## config.mk

```make
export PLATFORM = sky130hd
export DESIGN_NAME = rv_core
export DESIGN_NICKNAME = d
export VERILOG_FILES = /design/src/logic/rv_isa_pkg.sv /design/src/logic/rv_pipe_pkg.sv /design/src/logic/rv_reg_file.sv /design/src/logic/rv_front_end.sv /design/src/logic/rv_operand_stage.sv /design/src/logic/rv_back_end.sv /design/src/logic/rv_core.sv
export VERILOG_INCLUDE_DIRS = /design/src /design/src/logic
export SDC_FILE = /design/constraint.sdc
export NUM_CORES = 2
export LEC_CHECK = 0
export ABC_CLOCK_PERIOD_IN_PS = 22300
export CORE_MARGIN = 2
export CORE_UTILIZATION = 55
export CTS_BUF_LIST = sky130_fd_sc_hd__clkbuf_16
export DETAILED_ROUTE_END_ITERATION = 8
export DONT_BUFFER_PORTS = 1
export GPL_TIMING_DRIVEN = 0
export PLACE_DENSITY = 0.7
export REMOVE_ABC_BUFFERS = 1
export SLEW_MARGIN = 10
export SYNTH_ARGS = -nofsm -noshare
export SYNTH_HDL_FRONTEND = slang
export SYNTH_SLANG_ARGS = --single-unit
```

## constraint.sdc

```tcl
create_clock -name CLK -period 22.3 [get_ports CLK]
set_clock_uncertainty 0.05 [all_clocks]
set_input_delay 2.23 -clock CLK [delete_from_list [all_inputs] [get_ports CLK]]
set_output_delay 2.23 -clock CLK [all_outputs]
set_load 0.02 [all_outputs]
```

## src/logic/rv_consts.svh

```systemverilog
`ifndef RV_CONSTS_SVH
`define RV_CONSTS_SVH

// datapath and address width
`define RV_XLEN 32

// architectural integer registers
`define RV_NUM_REGS 32

// first fetch address after reset
`define RV_RESET_PC 32'h0000_0000

// byte step between sequential instructions
`define RV_INSTR_BYTES 32'd4

// halt cycles in decode before the freeze
`define RV_HALT_DRAIN 3

`endif

```

## src/logic/rv_isa_pkg.sv

```systemverilog
`include "rv_consts.svh"

package rv_isa_pkg;

    typedef logic [`RV_XLEN-1:0] word_t;
    typedef logic [4:0]          reg_idx_t;

    // major opcodes of the supported subset
    typedef enum logic [6:0] {
        OP_R      = 7'b0110011,
        OP_IMM    = 7'b0010011,
        OP_LOAD   = 7'b0000011,
        OP_STORE  = 7'b0100011,
        OP_BRANCH = 7'b1100011,
        OP_JAL    = 7'b1101111,
        OP_JALR   = 7'b1100111,
        OP_LUI    = 7'b0110111,
        OP_AUIPC  = 7'b0010111
    } opcode_t;

    typedef enum logic [3:0] {
        ALU_ADD, ALU_SUB, ALU_XOR, ALU_OR, ALU_AND,
        ALU_SLL, ALU_SRL, ALU_SRA, ALU_SLT, ALU_PASS
    } alu_op_t;

    // encoded as {funct3[2], funct3[0]}
    typedef enum logic [1:0] {BR_EQ, BR_NE, BR_LT, BR_GE} br_cond_t;

    typedef enum logic [2:0] {IMM_I, IMM_S, IMM_B, IMM_U, IMM_J} imm_fmt_t;

    typedef enum logic [1:0] {WB_ALU, WB_LOAD, WB_LINK} wb_sel_t;

endpackage

```

## src/logic/rv_pipe_pkg.sv

```systemverilog
package rv_pipe_pkg;

    import rv_isa_pkg::*;

    // control bits carried from decode to writeback
    typedef struct packed {
        alu_op_t  alu_op;
        br_cond_t br_cond;
        logic     is_branch;
        logic     is_jump;
        logic     use_pc;
        logic     use_imm;
        logic     unsigned_cmp;
        logic     mem_read;
        logic     mem_write;
        logic     reg_write;
        wb_sel_t  wb_sel;
    } ctrl_t;

    typedef struct packed {
        logic     valid;
        word_t    pc;
        ctrl_t    ctrl;
        word_t    imm;
        reg_idx_t rs1;
        reg_idx_t rs2;
        reg_idx_t rd;
        logic     rs1_need;
        logic     rs2_need;
    } decoded_t;

    // execute slot with resolved operands
    typedef struct packed {
        logic     valid;
        word_t    pc;
        ctrl_t    ctrl;
        word_t    imm;
        word_t    rs1_val;
        word_t    rs2_val;
        reg_idx_t rd;
    } issue_t;

    typedef struct packed {
        logic  taken;
        word_t target;
    } redirect_t;

    // one per producing stage
    typedef struct packed {
        logic     valid;
        logic     is_load;
        reg_idx_t rd;
        word_t    data;
    } fwd_t;

    typedef struct packed {
        logic     write;
        reg_idx_t rd;
        word_t    data;
    } wb_t;

    typedef struct packed {
        logic       cs;
        logic [3:0] we;
        word_t      addr;
        word_t      wdata;
    } dmem_req_t;

endpackage

```

## src/logic/rv_reg_file.sv

```systemverilog
`timescale 1ns/1ps
`include "rv_consts.svh"

module rv_reg_file
    import rv_isa_pkg::*;
    import rv_pipe_pkg::*;
(
    input  logic     CLK,
    input  wb_t      wb,
    input  reg_idx_t rs1,
    input  reg_idx_t rs2,
    output word_t    rd1,
    output word_t    rd2
);

    word_t regs [`RV_NUM_REGS];

    // x0 is never written
    always_ff @(posedge CLK) begin
        if (wb.write && (wb.rd != '0)) begin
            regs[wb.rd] <= wb.data;
        end
    end

    assign rd1 = (rs1 == '0) ? '0 : regs[rs1];
    assign rd2 = (rs2 == '0) ? '0 : regs[rs2];

endmodule

```

## src/logic/rv_front_end.sv

```systemverilog
`timescale 1ns/1ps
`include "rv_consts.svh"

module rv_front_end
    import rv_isa_pkg::*;
    import rv_pipe_pkg::*;
(
    input  logic      CLK,
    input  logic      RST,
    input  word_t     i_data,
    output word_t     i_addr,
    input  logic      stall,
    input  redirect_t redirect,
    output logic      run,
    output decoded_t  dec
);

    localparam int HALT_W = $clog2(`RV_HALT_DRAIN + 1);

    word_t             pc;
    word_t             fetch_pc;
    word_t             fetch_instr;
    logic              fetch_valid;
    logic [HALT_W-1:0] halt_cnt;
    logic              halt_word;
    opcode_t           opcode;
    logic [2:0]        funct3;
    logic [6:0]        funct7;
    alu_op_t           arith_op;
    imm_fmt_t          fmt;
    ctrl_t             ctrl;
    word_t             imm;
    logic              rs1_need;
    logic              rs2_need;

    ////////////////////////////////////////////////////////////////////////////
    // fetch and halt drain
    ////////////////////////////////////////////////////////////////////////////

    assign i_addr = pc;
    assign run    = (halt_cnt != HALT_W'(`RV_HALT_DRAIN));

    // zero word sits in decode until it drains or a redirect removes it
    assign halt_word = fetch_valid && (fetch_instr == '0) && !redirect.taken;

    always_ff @(posedge CLK) begin
        if (RST) begin
            pc          <= `RV_RESET_PC;
            fetch_valid <= 1'b0;
            halt_cnt    <= '0;
        end else if (run) begin
            // stops counting at the drain value since run drops there
            halt_cnt <= halt_word ? halt_cnt + 1'b1 : '0;
            if (redirect.taken) begin
                pc          <= redirect.target;
                fetch_valid <= 1'b0;
            end else if (!stall && !halt_word) begin
                pc          <= pc + `RV_INSTR_BYTES;
                fetch_pc    <= pc;
                fetch_instr <= i_data;
                fetch_valid <= 1'b1;
            end
        end
    end

    ////////////////////////////////////////////////////////////////////////////
    // decode
    ////////////////////////////////////////////////////////////////////////////

    assign opcode = opcode_t'(fetch_instr[6:0]);
    assign funct3 = fetch_instr[14:12];
    assign funct7 = fetch_instr[31:25];

    // shared by R and I arithmetic, srai carries funct7 in imm[11:5]
    always_comb begin
        unique case (funct3)
            3'd0:    arith_op = (opcode == OP_R && funct7[5]) ? ALU_SUB : ALU_ADD;
            3'd1:    arith_op = ALU_SLL;
            3'd2:    arith_op = ALU_SLT;
            3'd3:    arith_op = ALU_SLT;
            3'd4:    arith_op = ALU_XOR;
            3'd5:    arith_op = funct7[5] ? ALU_SRA : ALU_SRL;
            3'd6:    arith_op = ALU_OR;
            default: arith_op = ALU_AND;
        endcase
    end

    always_comb begin
        ctrl         = '0;
        ctrl.alu_op  = ALU_ADD;
        ctrl.br_cond = br_cond_t'({funct3[2], funct3[0]});
        ctrl.wb_sel  = WB_ALU;
        fmt          = IMM_I;
        rs1_need     = 1'b0;
        rs2_need     = 1'b0;
        unique case (opcode)
            OP_R, OP_IMM: begin
                ctrl.alu_op       = arith_op;
                ctrl.use_imm      = (opcode == OP_IMM);
                ctrl.unsigned_cmp = (funct3 == 3'd3);
                ctrl.reg_write    = 1'b1;
                rs1_need          = 1'b1;
                rs2_need          = (opcode == OP_R);
            end
            OP_LOAD: begin
                ctrl.use_imm   = 1'b1;
                ctrl.mem_read  = 1'b1;
                ctrl.reg_write = 1'b1;
                ctrl.wb_sel    = WB_LOAD;
                rs1_need       = 1'b1;
            end
            OP_STORE: begin
                ctrl.use_imm   = 1'b1;
                ctrl.mem_write = 1'b1;
                fmt            = IMM_S;
                rs1_need       = 1'b1;
                rs2_need       = 1'b1;
            end
            OP_BRANCH: begin
                // ALU forms the target, comparator uses the registers
                ctrl.is_branch    = 1'b1;
                ctrl.use_pc       = 1'b1;
                ctrl.use_imm      = 1'b1;
                ctrl.unsigned_cmp = funct3[1];
                fmt               = IMM_B;
                rs1_need          = 1'b1;
                rs2_need          = 1'b1;
            end
            OP_JAL, OP_JALR: begin
                ctrl.is_jump   = 1'b1;
                ctrl.use_pc    = (opcode == OP_JAL);
                ctrl.use_imm   = 1'b1;
                ctrl.reg_write = 1'b1;
                ctrl.wb_sel    = WB_LINK;
                fmt            = (opcode == OP_JAL) ? IMM_J : IMM_I;
                rs1_need       = (opcode == OP_JALR);
            end
            OP_LUI, OP_AUIPC: begin
                ctrl.alu_op    = (opcode == OP_LUI) ? ALU_PASS : ALU_ADD;
                ctrl.use_pc    = (opcode == OP_AUIPC);
                ctrl.use_imm   = 1'b1;
                ctrl.reg_write = 1'b1;
                fmt            = IMM_U;
            end
            default: ;
        endcase
    end

    always_comb begin
        unique case (fmt)
            IMM_I: imm = {{21{fetch_instr[31]}}, fetch_instr[30:20]};
            IMM_S: imm = {{21{fetch_instr[31]}}, fetch_instr[30:25], fetch_instr[11:7]};
            IMM_B: imm = {{20{fetch_instr[31]}}, fetch_instr[7], fetch_instr[30:25],
                          fetch_instr[11:8], 1'b0};
            IMM_U: imm = {fetch_instr[31:12], 12'b0};
            default: imm = {{12{fetch_instr[31]}}, fetch_instr[19:12], fetch_instr[20],
                            fetch_instr[30:21], 1'b0};
        endcase
    end

    always_comb begin
        dec.valid    = fetch_valid && (fetch_instr != '0);
        dec.pc       = fetch_pc;
        dec.ctrl     = ctrl;
        dec.imm      = imm;
        dec.rs1      = fetch_instr[19:15];
        dec.rs2      = fetch_instr[24:20];
        dec.rd       = fetch_instr[11:7];
        dec.rs1_need = rs1_need;
        dec.rs2_need = rs2_need;
    end

    // a live instruction never follows a partial halt drain
    assert property (@(posedge CLK) disable iff (RST)
        dec.valid |-> (fetch_instr != '0) && (halt_cnt == '0));

endmodule

```

## src/logic/rv_operand_stage.sv

```systemverilog
`timescale 1ns/1ps

module rv_operand_stage
    import rv_isa_pkg::*;
    import rv_pipe_pkg::*;
(
    input  logic      CLK,
    input  logic      RST,
    input  logic      run,
    input  decoded_t  dec,
    input  redirect_t redirect,
    input  fwd_t      fwd_exe,
    input  fwd_t      fwd_mem,
    input  wb_t       wb,
    output logic      stall,
    output issue_t    iss
);

    word_t  rf_rd1;
    word_t  rf_rd2;
    logic   need1;
    logic   need2;
    issue_t iss_d;

    // youngest producer wins, checked last
    function automatic word_t pick_src(reg_idx_t idx, word_t rf_val,
                                       fwd_t fe, fwd_t fm, wb_t w);
        word_t val;
        val = rf_val;
        if (w.write && (w.rd == idx) && (idx != '0))
            val = w.data;
        if (fm.valid && (fm.rd == idx))
            val = fm.data;
        if (fe.valid && (fe.rd == idx))
            val = fe.data;
        return val;
    endfunction

    rv_reg_file i_rv_reg_file (
        .CLK (CLK),
        .wb  (wb),
        .rs1 (dec.rs1),
        .rs2 (dec.rs2),
        .rd1 (rf_rd1),
        .rd2 (rf_rd2)
    );

    assign need1 = dec.valid && dec.rs1_need;
    assign need2 = dec.valid && dec.rs2_need;

    // load result only exists after the memory stage
    assign stall = fwd_exe.valid && fwd_exe.is_load &&
                   ((need1 && (dec.rs1 == fwd_exe.rd)) ||
                    (need2 && (dec.rs2 == fwd_exe.rd)));

    always_comb begin
        iss_d.valid   = dec.valid;
        iss_d.pc      = dec.pc;
        iss_d.ctrl    = dec.ctrl;
        iss_d.imm     = dec.imm;
        iss_d.rs1_val = pick_src(dec.rs1, rf_rd1, fwd_exe, fwd_mem, wb);
        iss_d.rs2_val = pick_src(dec.rs2, rf_rd2, fwd_exe, fwd_mem, wb);
        iss_d.rd      = dec.rd;
    end

    always_ff @(posedge CLK) begin
        if (RST) begin
            iss.valid <= 1'b0;
        end else if (run) begin
            iss <= iss_d;
            // bubble on load-use or flush
            if (stall || redirect.taken) begin
                iss.valid <= 1'b0;
            end
        end
    end

    // the load causing a stall must be live in execute
    assert property (@(posedge CLK) disable iff (RST) stall |-> iss.valid);

endmodule

```

## src/logic/rv_back_end.sv

```systemverilog
`timescale 1ns/1ps
`include "rv_consts.svh"

module rv_back_end
    import rv_isa_pkg::*;
    import rv_pipe_pkg::*;
(
    input  logic      CLK,
    input  logic      RST,
    input  logic      run,
    input  issue_t    iss,
    output redirect_t redirect,
    output fwd_t      fwd_exe,
    output fwd_t      fwd_mem,
    output dmem_req_t dmem_req,
    input  word_t     d_rdata,
    output wb_t       wb
);

    word_t    op_a;
    word_t    op_b;
    word_t    alu_y;
    word_t    link;
    word_t    ex_result;
    logic     br_true;
    logic     mem_valid;
    ctrl_t    mem_ctrl;
    word_t    mem_result;
    word_t    mem_wdata;
    reg_idx_t mem_rd;
    word_t    mem_data;
    logic     mem_fire;

    function automatic logic less_than(word_t a, word_t b, logic uns);
        return uns ? (a < b) : ($signed(a) < $signed(b));
    endfunction

    ////////////////////////////////////////////////////////////////////////////
    // execute
    ////////////////////////////////////////////////////////////////////////////

    assign op_a = iss.ctrl.use_pc ? iss.pc : iss.rs1_val;
    assign op_b = iss.ctrl.use_imm ? iss.imm : iss.rs2_val;
    assign link = iss.pc + `RV_INSTR_BYTES;

    always_comb begin
        unique case (iss.ctrl.alu_op)
            ALU_SUB:  alu_y = op_a - op_b;
            ALU_XOR:  alu_y = op_a ^ op_b;
            ALU_OR:   alu_y = op_a | op_b;
            ALU_AND:  alu_y = op_a & op_b;
            ALU_SLL:  alu_y = op_a << op_b[4:0];
            ALU_SRL:  alu_y = op_a >> op_b[4:0];
            ALU_SRA:  alu_y = word_t'($signed(op_a) >>> op_b[4:0]);
            ALU_SLT:  alu_y = word_t'(less_than(op_a, op_b, iss.ctrl.unsigned_cmp));
            ALU_PASS: alu_y = op_b;
            default:  alu_y = op_a + op_b;
        endcase
    end

    // branch compare always on the register operands
    always_comb begin
        unique case (iss.ctrl.br_cond)
            BR_EQ:   br_true = (iss.rs1_val == iss.rs2_val);
            BR_NE:   br_true = (iss.rs1_val != iss.rs2_val);
            BR_LT:   br_true = less_than(iss.rs1_val, iss.rs2_val, iss.ctrl.unsigned_cmp);
            default: br_true = !less_than(iss.rs1_val, iss.rs2_val, iss.ctrl.unsigned_cmp);
        endcase
    end

    always_comb begin
        redirect.taken  = iss.valid && (iss.ctrl.is_jump || (iss.ctrl.is_branch && br_true));
        redirect.target = {alu_y[`RV_XLEN-1:1], 1'b0};
    end

    assign ex_result = (iss.ctrl.wb_sel == WB_LINK) ? link : alu_y;

    always_comb begin
        fwd_exe.valid   = iss.valid && iss.ctrl.reg_write && (iss.rd != '0);
        fwd_exe.is_load = iss.ctrl.mem_read;
        fwd_exe.rd      = iss.rd;
        fwd_exe.data    = ex_result;
    end

    ////////////////////////////////////////////////////////////////////////////
    // memory and writeback
    ////////////////////////////////////////////////////////////////////////////

    always_ff @(posedge CLK) begin
        if (RST) begin
            mem_valid <= 1'b0;
            wb.write  <= 1'b0;
        end else if (run) begin
            mem_valid  <= iss.valid;
            mem_ctrl   <= iss.ctrl;
            mem_result <= ex_result;
            mem_wdata  <= iss.rs2_val;
            mem_rd     <= iss.rd;
            wb.write   <= mem_valid && mem_ctrl.reg_write;
            wb.rd      <= mem_rd;
            wb.data    <= mem_data;
        end
    end

    // no requests once frozen
    assign mem_fire = mem_valid && run;
    assign mem_data = (mem_ctrl.wb_sel == WB_LOAD) ? d_rdata : mem_result;

    always_comb begin
        dmem_req.cs    = mem_fire && (mem_ctrl.mem_read || mem_ctrl.mem_write);
        dmem_req.we    = (mem_fire && mem_ctrl.mem_write) ? 4'b1111 : 4'b0000;
        dmem_req.addr  = {mem_result[`RV_XLEN-1:2], 2'b00};
        dmem_req.wdata = mem_wdata;
    end

    always_comb begin
        fwd_mem.valid   = mem_valid && mem_ctrl.reg_write && (mem_rd != '0);
        fwd_mem.is_load = mem_ctrl.mem_read;
        fwd_mem.rd      = mem_rd;
        fwd_mem.data    = mem_data;
    end

    // a write strobe comes from a store issued to execute one cycle earlier
    assert property (@(posedge CLK) disable iff (RST)
        (dmem_req.we != '0) |-> dmem_req.cs && $past(iss.valid && iss.ctrl.mem_write));

endmodule

```

## src/logic/rv_core.sv

```systemverilog
`timescale 1ns/1ps

module rv_core
    import rv_isa_pkg::*;
    import rv_pipe_pkg::*;
(
    input  logic      CLK,
    input  logic      RST,
    output word_t     i_addr,
    input  word_t     i_data,
    output dmem_req_t dmem_req,
    input  word_t     d_rdata,
    output logic      halted
);

    decoded_t  dec;
    issue_t    iss;
    redirect_t redirect;
    fwd_t      fwd_exe;
    fwd_t      fwd_mem;
    wb_t       wb;
    logic      stall;
    logic      run;

    assign halted = ~run;

    rv_front_end i_rv_front_end (
        .CLK      (CLK),
        .RST      (RST),
        .i_data   (i_data),
        .i_addr   (i_addr),
        .stall    (stall),
        .redirect (redirect),
        .run      (run),
        .dec      (dec)
    );

    rv_operand_stage i_rv_operand_stage (
        .CLK      (CLK),
        .RST      (RST),
        .run      (run),
        .dec      (dec),
        .redirect (redirect),
        .fwd_exe  (fwd_exe),
        .fwd_mem  (fwd_mem),
        .wb       (wb),
        .stall    (stall),
        .iss      (iss)
    );

    rv_back_end i_rv_back_end (
        .CLK      (CLK),
        .RST      (RST),
        .run      (run),
        .iss      (iss),
        .redirect (redirect),
        .fwd_exe  (fwd_exe),
        .fwd_mem  (fwd_mem),
        .dmem_req (dmem_req),
        .d_rdata  (d_rdata),
        .wb       (wb)
    );

endmodule

```

## Yosys cells after proc, flatten, opt, wreduce, memory -nomap -nowiden

Memory sizes are Yosys's and may differ from the RTL's. A register that Yosys moved wholly into a read port is not among the register bits.
Cells that the tools add are included.

- Add/sub/neg operators: 5
- Magnitude comparators: 4
- Equality and inequality tests: 42
- Shifts and indexed selects: 3
- Multiplexer cells: 46
- Bitwise operators: 6
- Reductions and logical operators: 61

Operators by type and width:

| cell | number |
|---|---|
| $mux W32 | 14 |
| $pmux W32 S9 | 1 |
| $lt A32 B32 Y1 | 4 |
| $pmux W31 S4 | 1 |
| $add A32 B3 Y32 const B | 2 |
| $eq A5 B5 Y1 | 8 |
| $add A32 B32 Y32 | 1 |
| $and A32 B32 Y32 | 1 |
| $eq A32 B32 Y1 | 1 |
| $logic_not A32 Y1 | 1 |
| $ne A32 B32 Y1 | 1 |
| $or A32 B32 Y32 | 1 |
| $reduce_bool A32 Y1 | 1 |
| $shl A32 B5 Y32 | 1 |
| $shr A32 B5 Y32 | 1 |
| $sshr A32 B5 Y32 | 1 |
| $sub A32 B32 Y32 | 1 |
| $xor A32 B32 Y32 | 1 |
| $logic_and A1 B1 Y1 | 29 |
| $reduce_bool A5 Y1 | 5 |
| $pmux W4 S6 | 1 |
| $eq A7 B6 Y1 const B | 3 |
| $eq A7 B7 Y1 const B | 3 |
| $eq A4 B3 Y1 const B | 4 |
| 34 further kinds | 80 |

- Register bits: 362
- Bits in writable memories: 1024
- Input port bits: 66
- Logic and storage cells: 201
- Memories: 1

Memory list:

| name | words | width | read ports | clocked after memory_dff | wr ports | RTL line | source |
|---|---|---|---|---|---|---|---|
| i_rv_operand_stage.i_rv_reg_file.regs | 32 | 32 | 2 | 2 | 1 | rv_reg_file.sv:16 | `` word_t regs [`RV_NUM_REGS]; `` |

## Depth between registers and ports, before layout

- Depth in word-level cells: 13
- Depth in mapped cells: 20

## Cells and area by module

From an unflattened synthesis, not the netlist that was laid out.

- Cells, all modules: 5580
- Area, all modules: 75708.9 um^2

Modules (own cells, without submodules):

| module | times used | cells an instance | area each (um^2) |
|---|---|---|---|
| rv_reg_file | 1 | 2564 | 47927.2 |
| rv_back_end | 1 | 1917 | 15507.4 |
| rv_operand_stage | 1 | 598 | 7125.6 |
| rv_front_end | 1 | 500 | 5144.9 |
| rv_core | 1 | 1 | 3.8 |

## Worst setup path after synthesis

Ideal clock, no wire load.

- Kind: input to register
- From: input RST
- To: register i_rv_back_end.mem_ctrl (netlist bit i_rv_back_end.fwd_mem[37]), enable pin
- Arrival time: 13.367 ns
- Data required time: 21.365 ns
- Path slack: 7.998 ns
- Stages: 3
- Cells stage by stage: clkbuf_1 buf_1 nor2_1

- Word-level cells in the longest chain between the ends: 2

RTL lines:

| item | RTL line | source |
|---|---|---|
| from (decl) | rv_core.sv:8 | `input logic RST,` |
| $not A1 Y1 (no line) | -- |  |
| $reduce_and A2 Y1 (no line) | -- |  |
| to (signal assigned) | rv_back_end.sv:95 | `mem_ctrl <= iss.ctrl;` |
| to (decl) | rv_back_end.sv:27 | `ctrl_t mem_ctrl;` |

No other way between the ends.
A chain may end at the register's enable or synchronous reset.

==> results.toml <==
[run_status]
status = "finished clean"

[min_path]
hp-class = "reg -> reg"
hold_path_depth = 0

[final_layout]
synthToLayoutAreaGrowth_pct = 13.0
n_fill_cell = 9343
multiInputGateArea_um2 = 30500
final_util_pct = 62.6
nNetsFinal = 5067
regArea_um2 = 41400
final_cells = 6754
drive_above_1_share_pct = 25.2

[sta]
finalSetupTns_ns = 0
max_freq_ghz = 0.143
min_period_over_period_pct = 31.5
rsz0062_at_grt = "false"
finalWorstSetupSlack_ns = 15.28
slew_headroom_pct = 13.2
setup_viol = 0
maxSlewViolCount = 0
hold_viol = 0
worstMarginPinSlew_ns = 1.30
fin_crit_ns = 7.02

[die]
die-width_um = 370
io_pins = 168
fp-row-count = 134
start_util_pct = 55.4
die_area_um2 = 137000
core_um2 = 133000
die_h_um = 370

[synthesis]
synth_top_area_share_pct = 54.7
synth_common_cells = "1346 x edfxtp_1, 642 x mux4_2, 260 x nand2_1"
yosysMostFrequentCell = "edfxtp_1"
ys_types = 100
syn_area_per_cell_um2 = 15.1
syn-instance-count = 4883
yosysSeqAreaShare_pct = 56.0
synth-async-reset-ratio_pct = 0
yosysTopAreaCell = "edfxtp_1"
synth_ff_type = "edfxtp_1"
syn_area_um2 = 73800
ys_top_cells_by_area = "edfxtp_1 55%, mux4_2 20%, mux2i_1 2.3%, ha_1 2.2%, a21oi_1 1.5%"
ys_warn_count = 0
synth_edf_count = 1346
ys_seq_elements = 1393

[clocking]
cts_max_path_buffers = 3
postCtsSetupBuffers = 0
ctsHoldBuffers = 0
cts.clk_slew.worst_paths_ns = 0.06
ctsResizeCount = 0
cts-buffers-inserted = 146
htreeDepth = 4
clock_latency_ns = 0.81
cts_tree = "done"
cts_sinks = 1393
root_buffer = "clkbuf_16"

[setup_path]
critical_path_required_ns = 22.75
end_kind = "flip-flop"
critPathMaxStageDelay_ns = 0.85
cpMaxStageDelayCell = "o21ai_1"
cp-start-kind = "flip-flop"
worstPathCellList = "buf_8, buf_16, buf_16, mux2i_2, inv_1, fa_1, nor2b_1, o311ai_0, o21ai_0, o221ai_1, nand2b_1, a2111o_1, a211o_1, o21ai_1, o21ai_0"
r2r_cells = 15
critPathBufInv = 4
critPathTopFamily = "compound AO/OA/AOI/OAI gates"
crit_cells = 15
r2r_slack_ns = 15.28
crit_type = "reg -> reg"
critPathMaxFanout = 12
worstPathArrival_ns = 7.47

[drt]
wl_per_cell_um = 38.5
drt_wl_total_mm = 260
via_per_inst = 7.50
num_vias = 50600
drtIter0Drc = 8365
final_antenna_net_count = 0
first_pass_iters = 6
drc_errors = 0

[job]
maxCapViolations = 0

[placed_design]
placedCellCount = 6487
pre_cts_ws_ns = 15.67
place_congestion = 1.03
numPortBuffers = 0
dp_hpwl_mm = 183

[global_routing]
antenna_found_initial = 10
grtUsageTotal_pct = 38.0
grt_first_pass_wirelength_mm = 365
gr-total-overflow = 0
grt_pass1_vias = 49100
grt_start_max_net_pins = 56

[pwr]
leakagePower_nw = 28.0
power_density_nw_per_um2 = 85.2
peakVddDrop_mv = 0.0751
[report_power, final]
| part | internal (mW) | leakage, nW | switching [mW] |
|---|---|---|---|
| clock | 1.41 | 2.43 | 1.05 |
| sequential | 3.01 | 12.8 | 0.199 |
| combinational | 0.574 | 12.8 | 0.864 |
| total | 4.99 | 28.0 | 2.12 |
[final cells by class]
class                      count  area share [%]
inverter                     207           0.935
tap                         1768            2.65
clock buffer                 153            4.59
timing repair buffer         186            4.42
multi-input combinational   2933            36.6
sequential                  1393            49.6
antenna                        3         0.00900
clock inverter               111            1.16
[metal layers]
metal	wire length, um	global-route usage [%]
met1	92000	51.5
met2	115000	55.6
met3	35800	10.9
met4	17700	21.2
met5	13	0
[per-stage QoR]
step	instance area, um2	power, mW	hold slack (ns)
floorplan	72200	4.22	0.350
global placement	74400	4.83	0.352
detailed placement	78600	4.63	0.355
CTS	83400	7.07	0.357
global route	83400	7.29	0.361
finish	83400	7.10	0.366
[cells by family (layout without fill, tap and decap cells)]
logic type      Yosys count  after routing  share of synthesized area, %
xor+xnor                 62             62                         0.735
flops                  1393           1393                          56.0
buf+inv                 591            657                          3.40
compound gates          900            900                          8.16
fa+ha+maj               134            134                          2.29
mux                     913            913                          23.6
simple gates            889            889                          5.83
other cells               1             38                       0.00508
[sequential cells by signal, indices dropped and copies added, names as in the netlist, named ones only]
name / count
i_rv_back_end.fwd_mem: 1
i_rv_back_end.mem_ctrl: 4
i_rv_back_end.mem_rd: 5
i_rv_back_end.mem_result: 32
i_rv_back_end.mem_valid: 1
i_rv_back_end.mem_wdata: 32
i_rv_back_end.wb: 38
i_rv_front_end.fetch_instr: 32
i_rv_front_end.fetch_pc: 31
i_rv_front_end.fetch_valid: 1
i_rv_front_end.halt_cnt: 2
i_rv_front_end.i_addr: 31
i_rv_operand_stage.i_rv_reg_file.regs: 1024
i_rv_operand_stage.iss: 149
[placed cells by master (no fill, tap or decap), drive strengths merged, types with 31 or more instances in the layout]
cell type,n
o211ai,40
xnor2,34
nand2,260
ha,132
clkbuf,153
buf,186
nand4,40
conb,35
nand3,112
a22oi,31
inv,235
clkinv,63
a211oi,32
a221oi,76
o22ai,33
mux4,642
mux2,81
mux2i,190
nor2,215
a21o,33
a21oi,218
dfxtp,47
o21ai,203
nor3,71
edfxtp,1346
[final timing paths]
kind                                 end                   startpoint
min          i_rv_operand_stage.iss[129]  i_rv_front_end.fetch_pc[12]
max reg2reg   i_rv_operand_stage.iss[53]  i_rv_operand_stage.iss[108]
min reg2reg  i_rv_operand_stage.iss[129]  i_rv_front_end.fetch_pc[12]
max           i_rv_operand_stage.iss[53]  i_rv_operand_stage.iss[108]
Power figures use the tool's default switching activity.
